## src/source/msx_layout_pkg.sv

```systemverilog
`default_nettype none

package msx_layout_pkg;

   localparam int MAX_CONFIG    = 8;
   localparam int CONFIG_IDX_W  = $clog2(MAX_CONFIG);
   localparam int MAX_MEM_BLOCK = 16;
   localparam int BLOCK_ID_W    = $clog2(MAX_MEM_BLOCK);
   localparam int PAGE_BYTES    = 16;                  // Shortened page for simulation
   localparam int BYTE_CNT_W    = 8 + $clog2(PAGE_BYTES); // block_count * PAGE_BYTES
   localparam int SDRAM_ADDR_W  = 25;
   localparam int DDR3_ADDR_W   = 28;
   localparam int FIFO_DEPTH    = 8;
   localparam int FIFO_PTR_W    = $clog2(FIFO_DEPTH);

   localparam logic [7:0] FILL_BYTE = 8'hFF;           // Blank RAM content

   typedef enum logic [1:0] {
      CONFIG_NONE,
      CONFIG_RAM,
      CONFIG_BIOS,
      CONFIG_FDC
   } config_typ_e;

   typedef enum logic [1:0] {
      SLOT_TYP_EMPTY,
      SLOT_TYP_ROM,
      SLOT_TYP_RAM,
      SLOT_TYP_MAPPER
   } slot_typ_e;

   typedef enum logic [1:0] {
      BLOCK_TYP_RAM,
      BLOCK_TYP_ROM,
      BLOCK_TYP_FDC
   } block_typ_e;

   typedef struct packed {
      config_typ_e              typ;
      logic [1:0]               slot;
      logic [1:0]               sub_slot;
      logic [1:0]               start_block;          // First page
      logic [BLOCK_ID_W-1:0]    block_id;
      logic [7:0]               block_count;          // Length in pages
      logic                     slot_internal_mapper;
      logic [DDR3_ADDR_W-1:0]   store_address;
   } msx_config_t;

   typedef struct packed {
      logic [BLOCK_ID_W-1:0]    block_id;
      logic [1:0]               offset;               // Page index inside the block
      logic                     init;
   } page_entry_t;

   typedef struct packed {
      slot_typ_e                typ;
      slot_typ_e [3:0]          sub_typ;
      page_entry_t [3:0][3:0]   page;                 // [subslot][page]
   } slot_t;

   typedef struct packed {
      block_typ_e               typ;
      logic [7:0]               block_count;
      logic [SDRAM_ADDR_W-1:0]  mem_offset;
   } block_t;

endpackage

`default_nettype wire

```

## src/source/copy_job_if.sv

```systemverilog
`timescale 1ns/1ps
`default_nettype none

interface copy_job_if;

   logic                                     start;      // One-cycle job strobe
   logic                                     restart;    // New walk, rewind SDRAM address
   logic [msx_layout_pkg::DDR3_ADDR_W-1:0]   src_addr;
   logic [msx_layout_pkg::BYTE_CNT_W-1:0]    byte_count;
   logic                                     fill;       // Generate fill bytes, no DDR3
   logic                                     done;
   logic [msx_layout_pkg::SDRAM_ADDR_W-1:0]  write_addr; // Next SDRAM address

   modport sequencer (
      output start, restart, src_addr, byte_count, fill,
      input  done, write_addr
   );

   modport reader (
      input  start, src_addr, byte_count, fill
   );

   modport writer (
      input  start, restart, byte_count,
      output done, write_addr
   );

endinterface

`default_nettype wire

```

## src/source/layout_sequencer.sv

```systemverilog
`timescale 1ns/1ps
`default_nettype none

module layout_sequencer (
   input  wire                          clk,
   input  wire                          reset,
   input  wire                          update_request,
   input  wire msx_layout_pkg::msx_config_t msx_config[msx_layout_pkg::MAX_CONFIG],
   copy_job_if.sequencer                job,
   output logic                         busy,
   output logic                         update_ack,
   output logic                         need_reset,
   output msx_layout_pkg::slot_t        msx_slot[4],
   output msx_layout_pkg::block_t       memory_block[msx_layout_pkg::MAX_MEM_BLOCK]
);

   typedef enum logic [2:0] {
      ST_WAIT,
      ST_CLEAR,
      ST_FILL,
      ST_COPY,
      ST_NEXT
   } state_e;

   state_e                                  state;
   logic [msx_layout_pkg::CONFIG_IDX_W-1:0] config_cnt;
   logic [3:0]                              clear_cnt;   // {slot, subslot}
   msx_layout_pkg::msx_config_t             cfg;
   msx_layout_pkg::slot_typ_e               ent_slot_typ;
   msx_layout_pkg::block_typ_e              ent_block_typ;

   assign cfg  = msx_config[config_cnt];
   assign busy = state != ST_WAIT;

   assign ent_slot_typ = (cfg.typ == msx_layout_pkg::CONFIG_RAM) ?
                         msx_layout_pkg::SLOT_TYP_RAM : msx_layout_pkg::SLOT_TYP_ROM;

   always_comb begin
      case (cfg.typ)
         msx_layout_pkg::CONFIG_RAM: ent_block_typ = msx_layout_pkg::BLOCK_TYP_RAM;
         msx_layout_pkg::CONFIG_FDC: ent_block_typ = msx_layout_pkg::BLOCK_TYP_FDC;
         default:                    ent_block_typ = msx_layout_pkg::BLOCK_TYP_ROM;
      endcase
   end

   always_ff @(posedge clk) begin
      if (reset) begin
         state       <= ST_WAIT;
         config_cnt  <= '0;
         clear_cnt   <= '0;
         update_ack  <= 1'b0;
         need_reset  <= 1'b0;
         job.start   <= 1'b0;
         job.restart <= 1'b0;
      end else begin
         update_ack  <= 1'b0;
         need_reset  <= 1'b0;
         job.start   <= 1'b0;
         job.restart <= 1'b0;
         case (state)
            ST_WAIT: begin
               if (update_request) begin
                  state       <= ST_CLEAR;
                  config_cnt  <= '0;
                  clear_cnt   <= '0;
                  update_ack  <= 1'b1;
                  need_reset  <= 1'b1;
                  job.restart <= 1'b1;
               end
            end
            ST_CLEAR: begin
               clear_cnt <= clear_cnt + 4'd1;
               if (&clear_cnt) state <= ST_FILL;
            end
            ST_FILL: begin
               if (cfg.typ == msx_layout_pkg::CONFIG_NONE || cfg.block_count == 8'd0) begin
                  state <= ST_NEXT;                  // Nothing to copy
               end else begin
                  job.start <= 1'b1;
                  state     <= ST_COPY;
               end
            end
            ST_COPY: begin
               if (job.done) state <= ST_NEXT;
            end
            ST_NEXT: begin
               if (config_cnt == msx_layout_pkg::CONFIG_IDX_W'(msx_layout_pkg::MAX_CONFIG - 1)) begin
                  state <= ST_WAIT;
               end else begin
                  config_cnt <= config_cnt + 1'b1;
                  state      <= ST_FILL;
               end
            end
            default: state <= ST_WAIT;
         endcase
      end
   end

   // Slot map, block table and job parameters
   always_ff @(posedge clk) begin
      case (state)
         ST_CLEAR: begin
            msx_slot[clear_cnt[3:2]].typ                    <= msx_layout_pkg::SLOT_TYP_EMPTY;
            msx_slot[clear_cnt[3:2]].sub_typ[clear_cnt[1:0]] <= msx_layout_pkg::SLOT_TYP_EMPTY;
            msx_slot[clear_cnt[3:2]].page[clear_cnt[1:0]]    <= '0;
         end
         ST_FILL: begin
            if (cfg.typ != msx_layout_pkg::CONFIG_NONE) begin
               msx_slot[cfg.slot].typ <= cfg.slot_internal_mapper ?
                                         msx_layout_pkg::SLOT_TYP_MAPPER : ent_slot_typ;
               if (cfg.slot_internal_mapper) msx_slot[cfg.slot].sub_typ[cfg.sub_slot] <= ent_slot_typ;
               for (int k = 0; k < 4; k++) begin
                  // Span clipped at page 3
                  if (cfg.block_count > 8'(k) && int'(cfg.start_block) + k < 4) begin
                     msx_slot[cfg.slot].page[cfg.sub_slot][cfg.start_block + 2'(k)] <=
                        '{block_id: cfg.block_id, offset: 2'(k), init: 1'b1};
                  end
               end
               memory_block[cfg.block_id].typ         <= ent_block_typ;
               memory_block[cfg.block_id].block_count <= cfg.block_count;
               memory_block[cfg.block_id].mem_offset  <= job.write_addr;
               job.src_addr   <= cfg.store_address;
               job.byte_count <= msx_layout_pkg::BYTE_CNT_W'(cfg.block_count) *
                                 msx_layout_pkg::BYTE_CNT_W'(msx_layout_pkg::PAGE_BYTES);
               job.fill       <= cfg.typ == msx_layout_pkg::CONFIG_RAM;
            end
         end
         default: ;
      endcase
   end

endmodule

`default_nettype wire

```

## src/source/source_reader.sv

```systemverilog
`timescale 1ns/1ps
`default_nettype none

module source_reader (
   input  wire                                    clk,
   input  wire                                    reset,
   copy_job_if.reader                             job,
   input  wire                                    ddr3_ready,
   input  wire  [7:0]                             ddr3_dout,
   input  wire                                    full,
   output logic [msx_layout_pkg::DDR3_ADDR_W-1:0] ddr3_addr,
   output logic                                   ddr3_rd,
   output logic                                   push,
   output logic [7:0]                             push_data
);

   logic [msx_layout_pkg::DDR3_ADDR_W-1:0] base;
   logic [msx_layout_pkg::BYTE_CNT_W-1:0]  idx;     // Bytes pushed so far
   logic [msx_layout_pkg::BYTE_CNT_W-1:0]  total;
   logic                                   fill_job;

   // A DDR3 read is only raised with room in the FIFO, so its byte always fits
   assign push      = fill_job ? (idx != total && !full) : (ddr3_rd && ddr3_ready);
   assign push_data = fill_job ? msx_layout_pkg::FILL_BYTE : ddr3_dout;
   assign ddr3_addr = base + msx_layout_pkg::DDR3_ADDR_W'(idx);

   always_ff @(posedge clk) begin
      if (job.start) base <= job.src_addr;
   end

   always_ff @(posedge clk) begin
      if (reset) begin
         idx      <= '0;
         total    <= '0;
         fill_job <= 1'b0;
         ddr3_rd  <= 1'b0;
      end else if (job.start) begin
         idx      <= '0;
         total    <= job.byte_count;
         fill_job <= job.fill;
         ddr3_rd  <= 1'b0;
      end else begin
         if (push) idx <= idx + 1'b1;
         if (ddr3_rd && ddr3_ready) begin
            ddr3_rd <= 1'b0;                          // Byte taken this cycle
         end else if (!ddr3_rd && !fill_job && idx != total && !full) begin
            ddr3_rd <= 1'b1;
         end
      end
   end

endmodule

`default_nettype wire

```

## src/source/byte_fifo.sv

```systemverilog
`timescale 1ns/1ps
`default_nettype none

module byte_fifo (
   input  wire        clk,
   input  wire        reset,
   input  wire        push,
   input  wire  [7:0] push_data,
   input  wire        pop,
   output logic [7:0] pop_data,
   output logic       full,
   output logic       empty
);

   // Pointers carry one wrap bit above the index
   logic [7:0]                          mem [msx_layout_pkg::FIFO_DEPTH];
   logic [msx_layout_pkg::FIFO_PTR_W:0] wr_ptr;
   logic [msx_layout_pkg::FIFO_PTR_W:0] rd_ptr;

   always_ff @(posedge clk) begin
      if (push) mem[wr_ptr[msx_layout_pkg::FIFO_PTR_W-1:0]] <= push_data;
   end

   always_ff @(posedge clk) begin
      if (reset) begin
         wr_ptr <= '0;
         rd_ptr <= '0;
      end else begin
         if (push) wr_ptr <= wr_ptr + 1'b1;
         if (pop)  rd_ptr <= rd_ptr + 1'b1;
      end
   end

   assign pop_data = mem[rd_ptr[msx_layout_pkg::FIFO_PTR_W-1:0]];   // Head visible before pop
   assign empty    = wr_ptr == rd_ptr;
   assign full     = (wr_ptr[msx_layout_pkg::FIFO_PTR_W] != rd_ptr[msx_layout_pkg::FIFO_PTR_W])
                  && (wr_ptr[msx_layout_pkg::FIFO_PTR_W-1:0] == rd_ptr[msx_layout_pkg::FIFO_PTR_W-1:0]);

endmodule

`default_nettype wire

```

## src/source/sdram_writer.sv

```systemverilog
`timescale 1ns/1ps
`default_nettype none

module sdram_writer (
   input  wire                                     clk,
   input  wire                                     reset,
   copy_job_if.writer                              job,
   input  wire                                     sdram_ready,
   input  wire  [7:0]                              pop_data,
   input  wire                                     empty,
   output logic                                    pop,
   output logic [msx_layout_pkg::SDRAM_ADDR_W-1:0] sdram_addr,
   output logic [7:0]                              sdram_din,
   output logic                                    sdram_we
);

   logic [msx_layout_pkg::BYTE_CNT_W-1:0] count;   // Writes done in this job
   logic [msx_layout_pkg::BYTE_CNT_W-1:0] total;

   // Each write moves one byte straight from the FIFO head
   assign pop        = !empty && sdram_ready && count != total;
   assign sdram_we   = pop;
   assign sdram_din  = pop_data;
   assign sdram_addr = job.write_addr;

   always_ff @(posedge clk) begin
      if (reset) begin
         job.write_addr <= '0;
         job.done       <= 1'b0;
         count          <= '0;
         total          <= '0;
      end else begin
         job.done <= 1'b0;
         if (job.restart) begin
            job.write_addr <= '0;                      // New walk starts at address 0
         end else if (pop) begin
            job.write_addr <= job.write_addr + 1'b1;
         end
         if (job.start) begin
            count <= '0;
            total <= job.byte_count;
         end else if (pop) begin
            count <= count + 1'b1;
            if (count + msx_layout_pkg::BYTE_CNT_W'(1) == total) job.done <= 1'b1;
         end
      end
   end

endmodule

`default_nettype wire

```

## src/source/msx_layout_loader.sv

```systemverilog
`timescale 1ns/1ps
`default_nettype none

module msx_layout_loader (
   input  wire                                     clk,
   input  wire                                     reset,
   input  wire                                     ddr3_ready,
   input  wire  [7:0]                              ddr3_dout,
   output logic [msx_layout_pkg::DDR3_ADDR_W-1:0]  ddr3_addr,
   output logic                                    ddr3_rd,
   output logic                                    ddr3_request,
   output logic [msx_layout_pkg::SDRAM_ADDR_W-1:0] sdram_addr,
   output logic [7:0]                              sdram_din,
   output logic                                    sdram_we,
   input  wire                                     sdram_ready,
   output logic                                    sdram_request,
   input  wire                                     update_request,
   output logic                                    update_ack,
   output logic                                    need_reset,
   input  wire msx_layout_pkg::msx_config_t msx_config[msx_layout_pkg::MAX_CONFIG],
   output msx_layout_pkg::slot_t                   msx_slot[4],
   output msx_layout_pkg::block_t memory_block[msx_layout_pkg::MAX_MEM_BLOCK]
);

   logic       busy;
   logic       push;
   logic [7:0] push_data;
   logic       full;
   logic       pop;
   logic [7:0] pop_data;
   logic       empty;

   copy_job_if job ();

   assign ddr3_request  = busy;   // Both memories held for the whole walk
   assign sdram_request = busy;

   layout_sequencer u_sequencer (
      .clk            (clk),
      .reset          (reset),
      .update_request (update_request),
      .msx_config     (msx_config),
      .job            (job),
      .busy           (busy),
      .update_ack     (update_ack),
      .need_reset     (need_reset),
      .msx_slot       (msx_slot),
      .memory_block   (memory_block)
   );

   source_reader u_reader (
      .clk        (clk),
      .reset      (reset),
      .job        (job),
      .ddr3_ready (ddr3_ready),
      .ddr3_dout  (ddr3_dout),
      .full       (full),
      .ddr3_addr  (ddr3_addr),
      .ddr3_rd    (ddr3_rd),
      .push       (push),
      .push_data  (push_data)
   );

   byte_fifo u_fifo (
      .clk       (clk),
      .reset     (reset),
      .push      (push),
      .push_data (push_data),
      .pop       (pop),
      .pop_data  (pop_data),
      .full      (full),
      .empty     (empty)
   );

   sdram_writer u_writer (
      .clk         (clk),
      .reset       (reset),
      .job         (job),
      .sdram_ready (sdram_ready),
      .pop_data    (pop_data),
      .empty       (empty),
      .pop         (pop),
      .sdram_addr  (sdram_addr),
      .sdram_din   (sdram_din),
      .sdram_we    (sdram_we)
   );

endmodule

`default_nettype wire

```

## config.mk

```make
export PLATFORM = sky130hd
export DESIGN_NAME = msx_layout_loader
export DESIGN_NICKNAME = d
export VERILOG_FILES = /design/src/source/msx_layout_pkg.sv /design/src/source/copy_job_if.sv /design/src/source/layout_sequencer.sv /design/src/source/source_reader.sv /design/src/source/byte_fifo.sv /design/src/source/sdram_writer.sv /design/src/source/msx_layout_loader.sv
export SDC_FILE = /design/constraint.sdc
export NUM_CORES = 2
export LEC_CHECK = 0
export CAP_MARGIN = 20
export CORE_AREA = 2 2 592 594
export DETAILED_ROUTE_END_ITERATION = 10
export DIE_AREA = 0 0 594 596
export DONT_BUFFER_PORTS = 1
export SLEW_MARGIN = 15
export SYNTH_ARGS = -nofsm -noshare
export SYNTH_HDL_FRONTEND = slang
export SYNTH_SLANG_ARGS = --single-unit
export TNS_END_PERCENT = 1
```

## constraint.sdc

```tcl
create_clock -name clk -period 7.7 [get_ports clk]
set_input_delay 0.77 -clock clk [delete_from_list [all_inputs] [get_ports clk]]
set_output_delay 0.77 -clock clk [all_outputs]
set_load 0.1 [all_outputs]
```

### After elaboration in Yosys (flattened, before gate mapping)

Memory sizes are Yosys's and may differ from the RTL's. A register that Yosys moved wholly into a read port is not among the register bits.
Cells that the tools add are included.
W data, S select, Z words.

* bits in read-only memories: 0
* bits of input ports: 405
* bits in latches: 0
* logic and storage cells: 490
* output and inout bits: 1115
* flip-flop bits (word level): 1193
* memories: 1
* RAM bits: 64

Memories
* u_fifo.mem: words 8, width 8, rd ports 1, clocked after memory_dff 1, write ports 1, RTL line byte_fifo.sv:16 `logic [7:0] mem [msx_layout_pkg::FIFO_DEPTH];`

* shift operators: 0
* multiplexer cells: 99
* equal/unequal tests: 18
* $mul: 0
* div/mod/pow operators: 0
* $add $sub $neg: 14
* bitwise gates (word level): 7
* reductions and logical operators: 46
* magnitude comparators: 27

Operator list (count)
* $mux W488: 14
* $bwmux W488: 9
* $demux W122 S2: 9
* $bwmux W560: 3
* $pmux W488 S2: 1
* $mux W112: 5
* $demux W35 S4: 3
* $demux W28 S2: 5
* $mux W122: 2
* $mux W120: 2
* $bmux W49 S3: 1
* $mux W28: 5
* $mux W49: 2
* $lt A32 B4 Y1 const B: 3
* $demux W7 S2: 4
* $mux W35: 1
* $mux W33: 1
* $add A28 B12 Y28: 1
* $mux W7: 4
* $add A25 B1 Y25 const B: 1
* $mux W25: 1
* $add A12 B1 Y12 const B: 2
* $mux W3: 8
* $ne A12 B12 Y1: 2
* other kinds (52): 122

### Depth between registers and ports, before layout

* depth after elaboration: 30
* gate-level depth with buffers: 12
* gate-level depth less buffers: 10

### Cells and area by module

A second synthesis with hierarchy kept.

* cell total of the unflattened synthesis: 4048
* area, all modules: 55892.4 um2

Modules (own cells, without submodules)
* layout_sequencer: cells each 3245, area each 46892.5 um2, instances 1, seq. area each 32821.5 um2
* source_reader: cells each 281, area each 3017.9 um2, instances 1, seq. area each 1361.3 um2
* sdram_writer: cells each 371, area each 3012.9 um2, instances 1, seq. area each 1001.0 um2
* byte_fifo: cells each 150, area each 2961.6 um2, instances 1, seq. area each 2142.1 um2
* msx_layout_loader: cells each 1, area each 7.5 um2, instances 1, seq. area each 0.0 um2

### Least setup slack after synthesis

OpenSTA, ideal clock, no wires.

* path kind: reg2reg
* start point: register u_sequencer.config_cnt[0] (netlist bit)
* end point: register, netlist name u_sequencer.memory_block[210]
* period minus slack after synthesis: 5202 ps
* library setup time: 471 ps
* data required time: 7229 ps
* setup slack: 2498 ps
* path buffers: 5
* stages on the path, launching flop included: 11
* data arrival time: 4731 ps
* cell sequence: dfxtp_1 buf_6 buf_6 buf_6 mux4_2 nand2_1 and2_1 clkbuf_1 nand2_1 clkbuf_1 nor3_1

* cells in the longest elaborated chain, start to end: 6

Ends and longest elaborated chain
* start, declared: RTL line layout_sequencer.sv:26 `logic [msx_layout_pkg::CONFIG_IDX_W-1:0] config_cnt;`
* start signal, assigned: RTL line layout_sequencer.sv:90 `config_cnt <= config_cnt + 1'b1;`
* $not A3 Y4 (implied by the code): RTL line layout_sequencer.sv:32 `assign cfg = msx_config[config_cnt];`
* $bmux W49 S3: RTL line layout_sequencer.sv:32
* $mux W49 (implied by the code) (2 in series): RTL line layout_sequencer.sv:32
* $reduce_bool A2 Y1: RTL line layout_sequencer.sv:108 `if (cfg.typ != msx_layout_pkg::CONFIG_NONE) begin`
* $reduce_and A2 Y1 (no source line)

No other way between the ends. The select of a mux whose other input is x is not followed.
A chain may end at the register's enable or synchronous reset.

### Worst setup path after layout

* start point: register u_sequencer.config_cnt[1] (netlist bit)
* end point: register, netlist name u_sequencer.msx_slot[304]

* cells in the longest elaborated chain, start to end: 28
* elaborated cells on any way between the ends: 88
* classes of those cells: 6 x add/sub; 20 x order compare; 50 x mux; 2 x bitwise; 10 x reduce/logical

Ends and longest elaborated chain
* $not A3 Y4 (implied by the code) (*): RTL line layout_sequencer.sv:32
* $bmux W49 S3 (*): RTL line layout_sequencer.sv:32
* $mux W49 (implied by the code) (*) (2 in series): RTL line layout_sequencer.sv:32
* $lt A2 B3 Y1 or $ge A2 B1 Y1 (tied branches): RTL line layout_sequencer.sv:114, layout_sequencer.sv:115
* $logic_and A1 B1 Y1 (implied by the code): RTL line layout_sequencer.sv:115 `msx_slot[cfg.slot].page[cfg.sub_slot][cfg.start_block + 2'(k)] <=`
* $mux W7 (implied by the code): RTL line layout_sequencer.sv:115
* $demux W7 S2
* $mux W28 (implied by the code): RTL line layout_sequencer.sv:115
* [... 11 more ...]
* $bwmux W488: RTL line layout_sequencer.sv:115
* $mux W488: RTL line layout_sequencer.sv:114 `if (cfg.block_count > 8'(k) && int'(cfg.start_block) + k < 4) begin`
* $mux W488: RTL line layout_sequencer.sv:108
* $mux W488: RTL line layout_sequencer.sv:101 `case (state)`
* $bwmux W488: RTL line layout_sequencer.sv:115
* $mux W488 (*): RTL line layout_sequencer.sv:114
* $mux W488 (*): RTL line layout_sequencer.sv:108
* $pmux W488 S2 (*): RTL line layout_sequencer.sv:101

Every way passes the cells marked *; elsewhere a longest branch is shown, timed or not. The select of a mux whose other input is x is not followed.

==> out/metrics.yaml <==
placed_design:
  place.detailed.hpwl_um: 250000
  post_dp_cell_area_um2: 61500
  place.detailed.instances: 8527
  placement.io_buffers: 0
  globalplace.congestion: 0.964
cells_and_area:
  area_added_between_synthesis_and_finish_pct: 22.6
  layout.filler_cells: 37300
  layoutNonFillerInstCount: 8916
  regArea_um2: 37000
  multiInputGateArea_um2: 16800
  mostFrequentLayoutCell: "sky130_fd_sc_hd__edfxtp_1"
  final_cell_mix: "1177 x sky130_fd_sc_hd__edfxtp_1, 434 x sky130_fd_sc_hd__nand2_1, 377 x sky130_fd_sc_hd__and2_1"
  drive_above_1_share: 0.183
  postLayoutCellArea_um2: 66800
  final_net_count: 4518
synthesis:
  post_synthesis_sequential_element_count: 1260
  synth_nets: 4450
  asyncSetResetFlopFracSynth: 0
  ys_seq_area_frac: 0.680
  synthesis.area_per_instance_um2: 13.5
  synth.cell_area_um2: 54400
  dominantRegCellSynth: "sky130_fd_sc_hd__edfxtp_1"
  synth-warning-count: 0
  synth_enable_flop_cells: 1177
  syn-instance-count: 4019
  synth_cell_type_count: 68
worst_setup_path:
  start_point_of_the_critical_path: "u_sequencer.config_cnt[1]"
  critical_path.reg2reg.startpoint: "u_sequencer.config_cnt[1]"
  timing.critical_path.arrival_ns: 5.67
  worstRegToRegCells: 9
  worstPathMaxFanout: 69
  crit_path_end_kind: "flip-flop"
  setup.worst_path.class: "flip-flop to flip-flop"
  crit_path_start_kind: "flip-flop"
  critical_path_required_ns: 8.33
  worst-r2r-setup-slack_ns: 2.66
pwr:
  leakage_power_nw: 22.1
  total_power_w: 0.0166
  power.density_nw_per_um2: 249
  vdd_ir_drop_max_mv: 0.154
clocking:
  post_cts_resize_count: 0
  ctsRootBufferMaster: "sky130_fd_sc_hd__clkbuf_16"
  clock_latency_ns: 0.84
  cts.sink_count: 1260
  cts.htree.levels: 4
  postCtsHoldBufs: 2
  clock_buffers_created_by_tritoncts: 150
  clkSlewWorstSetupHoldPaths_ns: 0.06
  max_clock_buf_depth: 4
  tritoncts_clock_tree: "yes"
  post_cts.repair.setup_buffers: 0
sta:
  setup_repair_after_global_routing_missed_its_margin: "false"
  fin_tns_setup_ns: 0
  finalClockSkew_ns: 0.0703
  finalCritPeriodShare: 0.654
  worst_hold_slack_ns: 0.180
  timing.slew.headroom: 0.184
  achievable_clock_frequency_mhz: 199
  finalHoldViolations: 0
  setup_viol_count_final: 0
  finalCriticalPeriod_ns: 5.04
  max_slew.worst_pin.slew_ns: 1.23
  slew_violations: 0
routing:
  wire_per_inst_um: 35.8
  route.detailed.drc: 0
  routed_via_density: 4.33
  via_count: 38600
  drtIter0Drc: 5040
  detail_route.wirelength_um: 319000
  drt_pre_antenna_iters: 6
  ant_nets: 0
global_route:
  global_route_total_overflow: 0
  global_route.usage.met1: 0.194
  antenna_violations_before_repair: 208
  grt_start_max_net_pins: 97
  grt_pass1_vias: 35900
  grt.met3_usage: 0.0724
  global_routing_usage_on_met2: 0.278
  global_route_wire_length_before_repair_um: 399000
  grt_use_total: 0.172
  gr-max-usage-layer: "met2"
floorplanning:
  die_y_um: 596
  ioPinCount: 1520
  initial_core_util: 0.157
  die-area_um2: 354000
  die_x_um: 594
  row_count: 217
  fp.coreArea_um2: 348000
worst_hold_path:
  hold_path_depth: 1
  hold_path.class: "input pin to flip-flop"
  hold_path_startpoint: "update_request"
flow_run:
  cap_viol_max_count: 0
run_status:
  outcome: "finished, final reports clean"
## state kept, by name, summed over array words and instances (netlist names), named ones only
name                        cells
u_sequencer.job.restart         1
u_sequencer.clear_cnt           4
u_sequencer.job.start           1
u_sequencer.msx_slot          488
u_reader.idx                   12
u_writer.job.done               1
u_reader.fill_job               1
u_fifo.wr_ptr                   4
u_writer.count                 12
u_sequencer.job.byte_count      8
u_sequencer.config_cnt          3
u_fifo.rd_ptr                   4
u_writer.job.write_addr        25
u_sequencer.job.src_addr       28
u_sequencer.memory_block      560
u_writer.total                  8
u_reader.base                  28
u_fifo.mem                     64
u_sequencer.job.fill            1
u_reader.ddr3_rd                1
u_sequencer.state               3
## cell usage after synthesis, drive strengths merged, types with 11 or more instances
master / number / area share
xor2: 38 / 0.0061
o31ai: 17 / 0.0023
a311oi: 65 / 0.010
a21oi: 269 / 0.026
or2: 14 / 0.0016
mux2: 14 / 0.0030
buf: 61 / 0.0068
nor4: 11 / 0.0013
nand3: 38 / 0.0035
ha: 25 / 0.0057
dfxtp: 83 / 0.031
nor3: 69 / 0.0063
inv: 32 / 0.0022
and2: 383 / 0.044
a211oi: 66 / 0.0091
nand2: 469 / 0.033
mux4: 113 / 0.047
nand4: 20 / 0.0023
edfxtp: 1177 / 0.65
mux2i: 155 / 0.028
and3: 45 / 0.0052
clkbuf: 232 / 0.016
xnor2: 57 / 0.0092
o21ai: 80 / 0.0074
nor2: 378 / 0.026
## power by group
group          internal (W)  switching [W]  total (W)  leakage, nW
logic              0.000230       0.000816    0.00105         7.57
registers           0.00759       0.000707    0.00829         12.2
clock network       0.00412        0.00314    0.00725         2.35
## critical path: stages (launching register included)
cell,delay [ns]
sky130_fd_sc_hd__dfxtp_4,0.98
sky130_fd_sc_hd__buf_4,0.74
sky130_fd_sc_hd__or4_1,0.26
sky130_fd_sc_hd__o41ai_2,0.07
sky130_fd_sc_hd__o22ai_2,0.49
sky130_fd_sc_hd__or4_1,0.25
sky130_fd_sc_hd__and2_4,0.65
sky130_fd_sc_hd__buf_4,0.67
sky130_fd_sc_hd__a21oi_1,0.15
sky130_fd_sc_hd__a311oi_1,0.33
## logic make-up after synthesis
group	Yosys count	synth area share
buf+inv	327	0.0251
xor+xnor	95	0.0153
mux	282	0.0782
fa+ha+maj	26	0.00611
compound gates	549	0.0648
simple gates	1480	0.131
flops	1260	0.680
## path summary, 6_finish.rpt
check / end
worst min register to register: u_reader.base[20]
worst min-delay path: u_sequencer.job.restart
worst max register to register: u_sequencer.msx_slot[304]
worst max-delay path: u_sequencer.msx_slot[304]
## cell type report
cell class | count | share of cell area
antenna | 111 | 0.00416
clock inverter | 93 | 0.0148
timing repair buffer | 209 | 0.0286
inverter | 34 | 0.00193
multi-input combinational | 2432 | 0.251
sequential | 1260 | 0.555
clock buffer | 178 | 0.0581
tap | 4599 | 0.0862
## routing by layer
| layer | vias to the layer above | share of wire |
|---|---|---|
| met5 | - | 0.0016 |
| met4 | 78 | 0.063 |
| met3 | 854 | 0.12 |
| met2 | 3287 | 0.46 |
| met1 | 19300 | 0.36 |
| li1 | 15000 | - |
## metrics by stage
step / worst slack (ns) / utilization
after floorplan: 2.50 / -
after global placement: 2.90 / 0.176
after detailed placement: 2.79 / 0.177
after CTS: 2.59 / 0.191
after global routing: 2.45 / 0.192
final: 2.66 / 0.192
No activity file was read; power rests on OpenSTA's default activity.
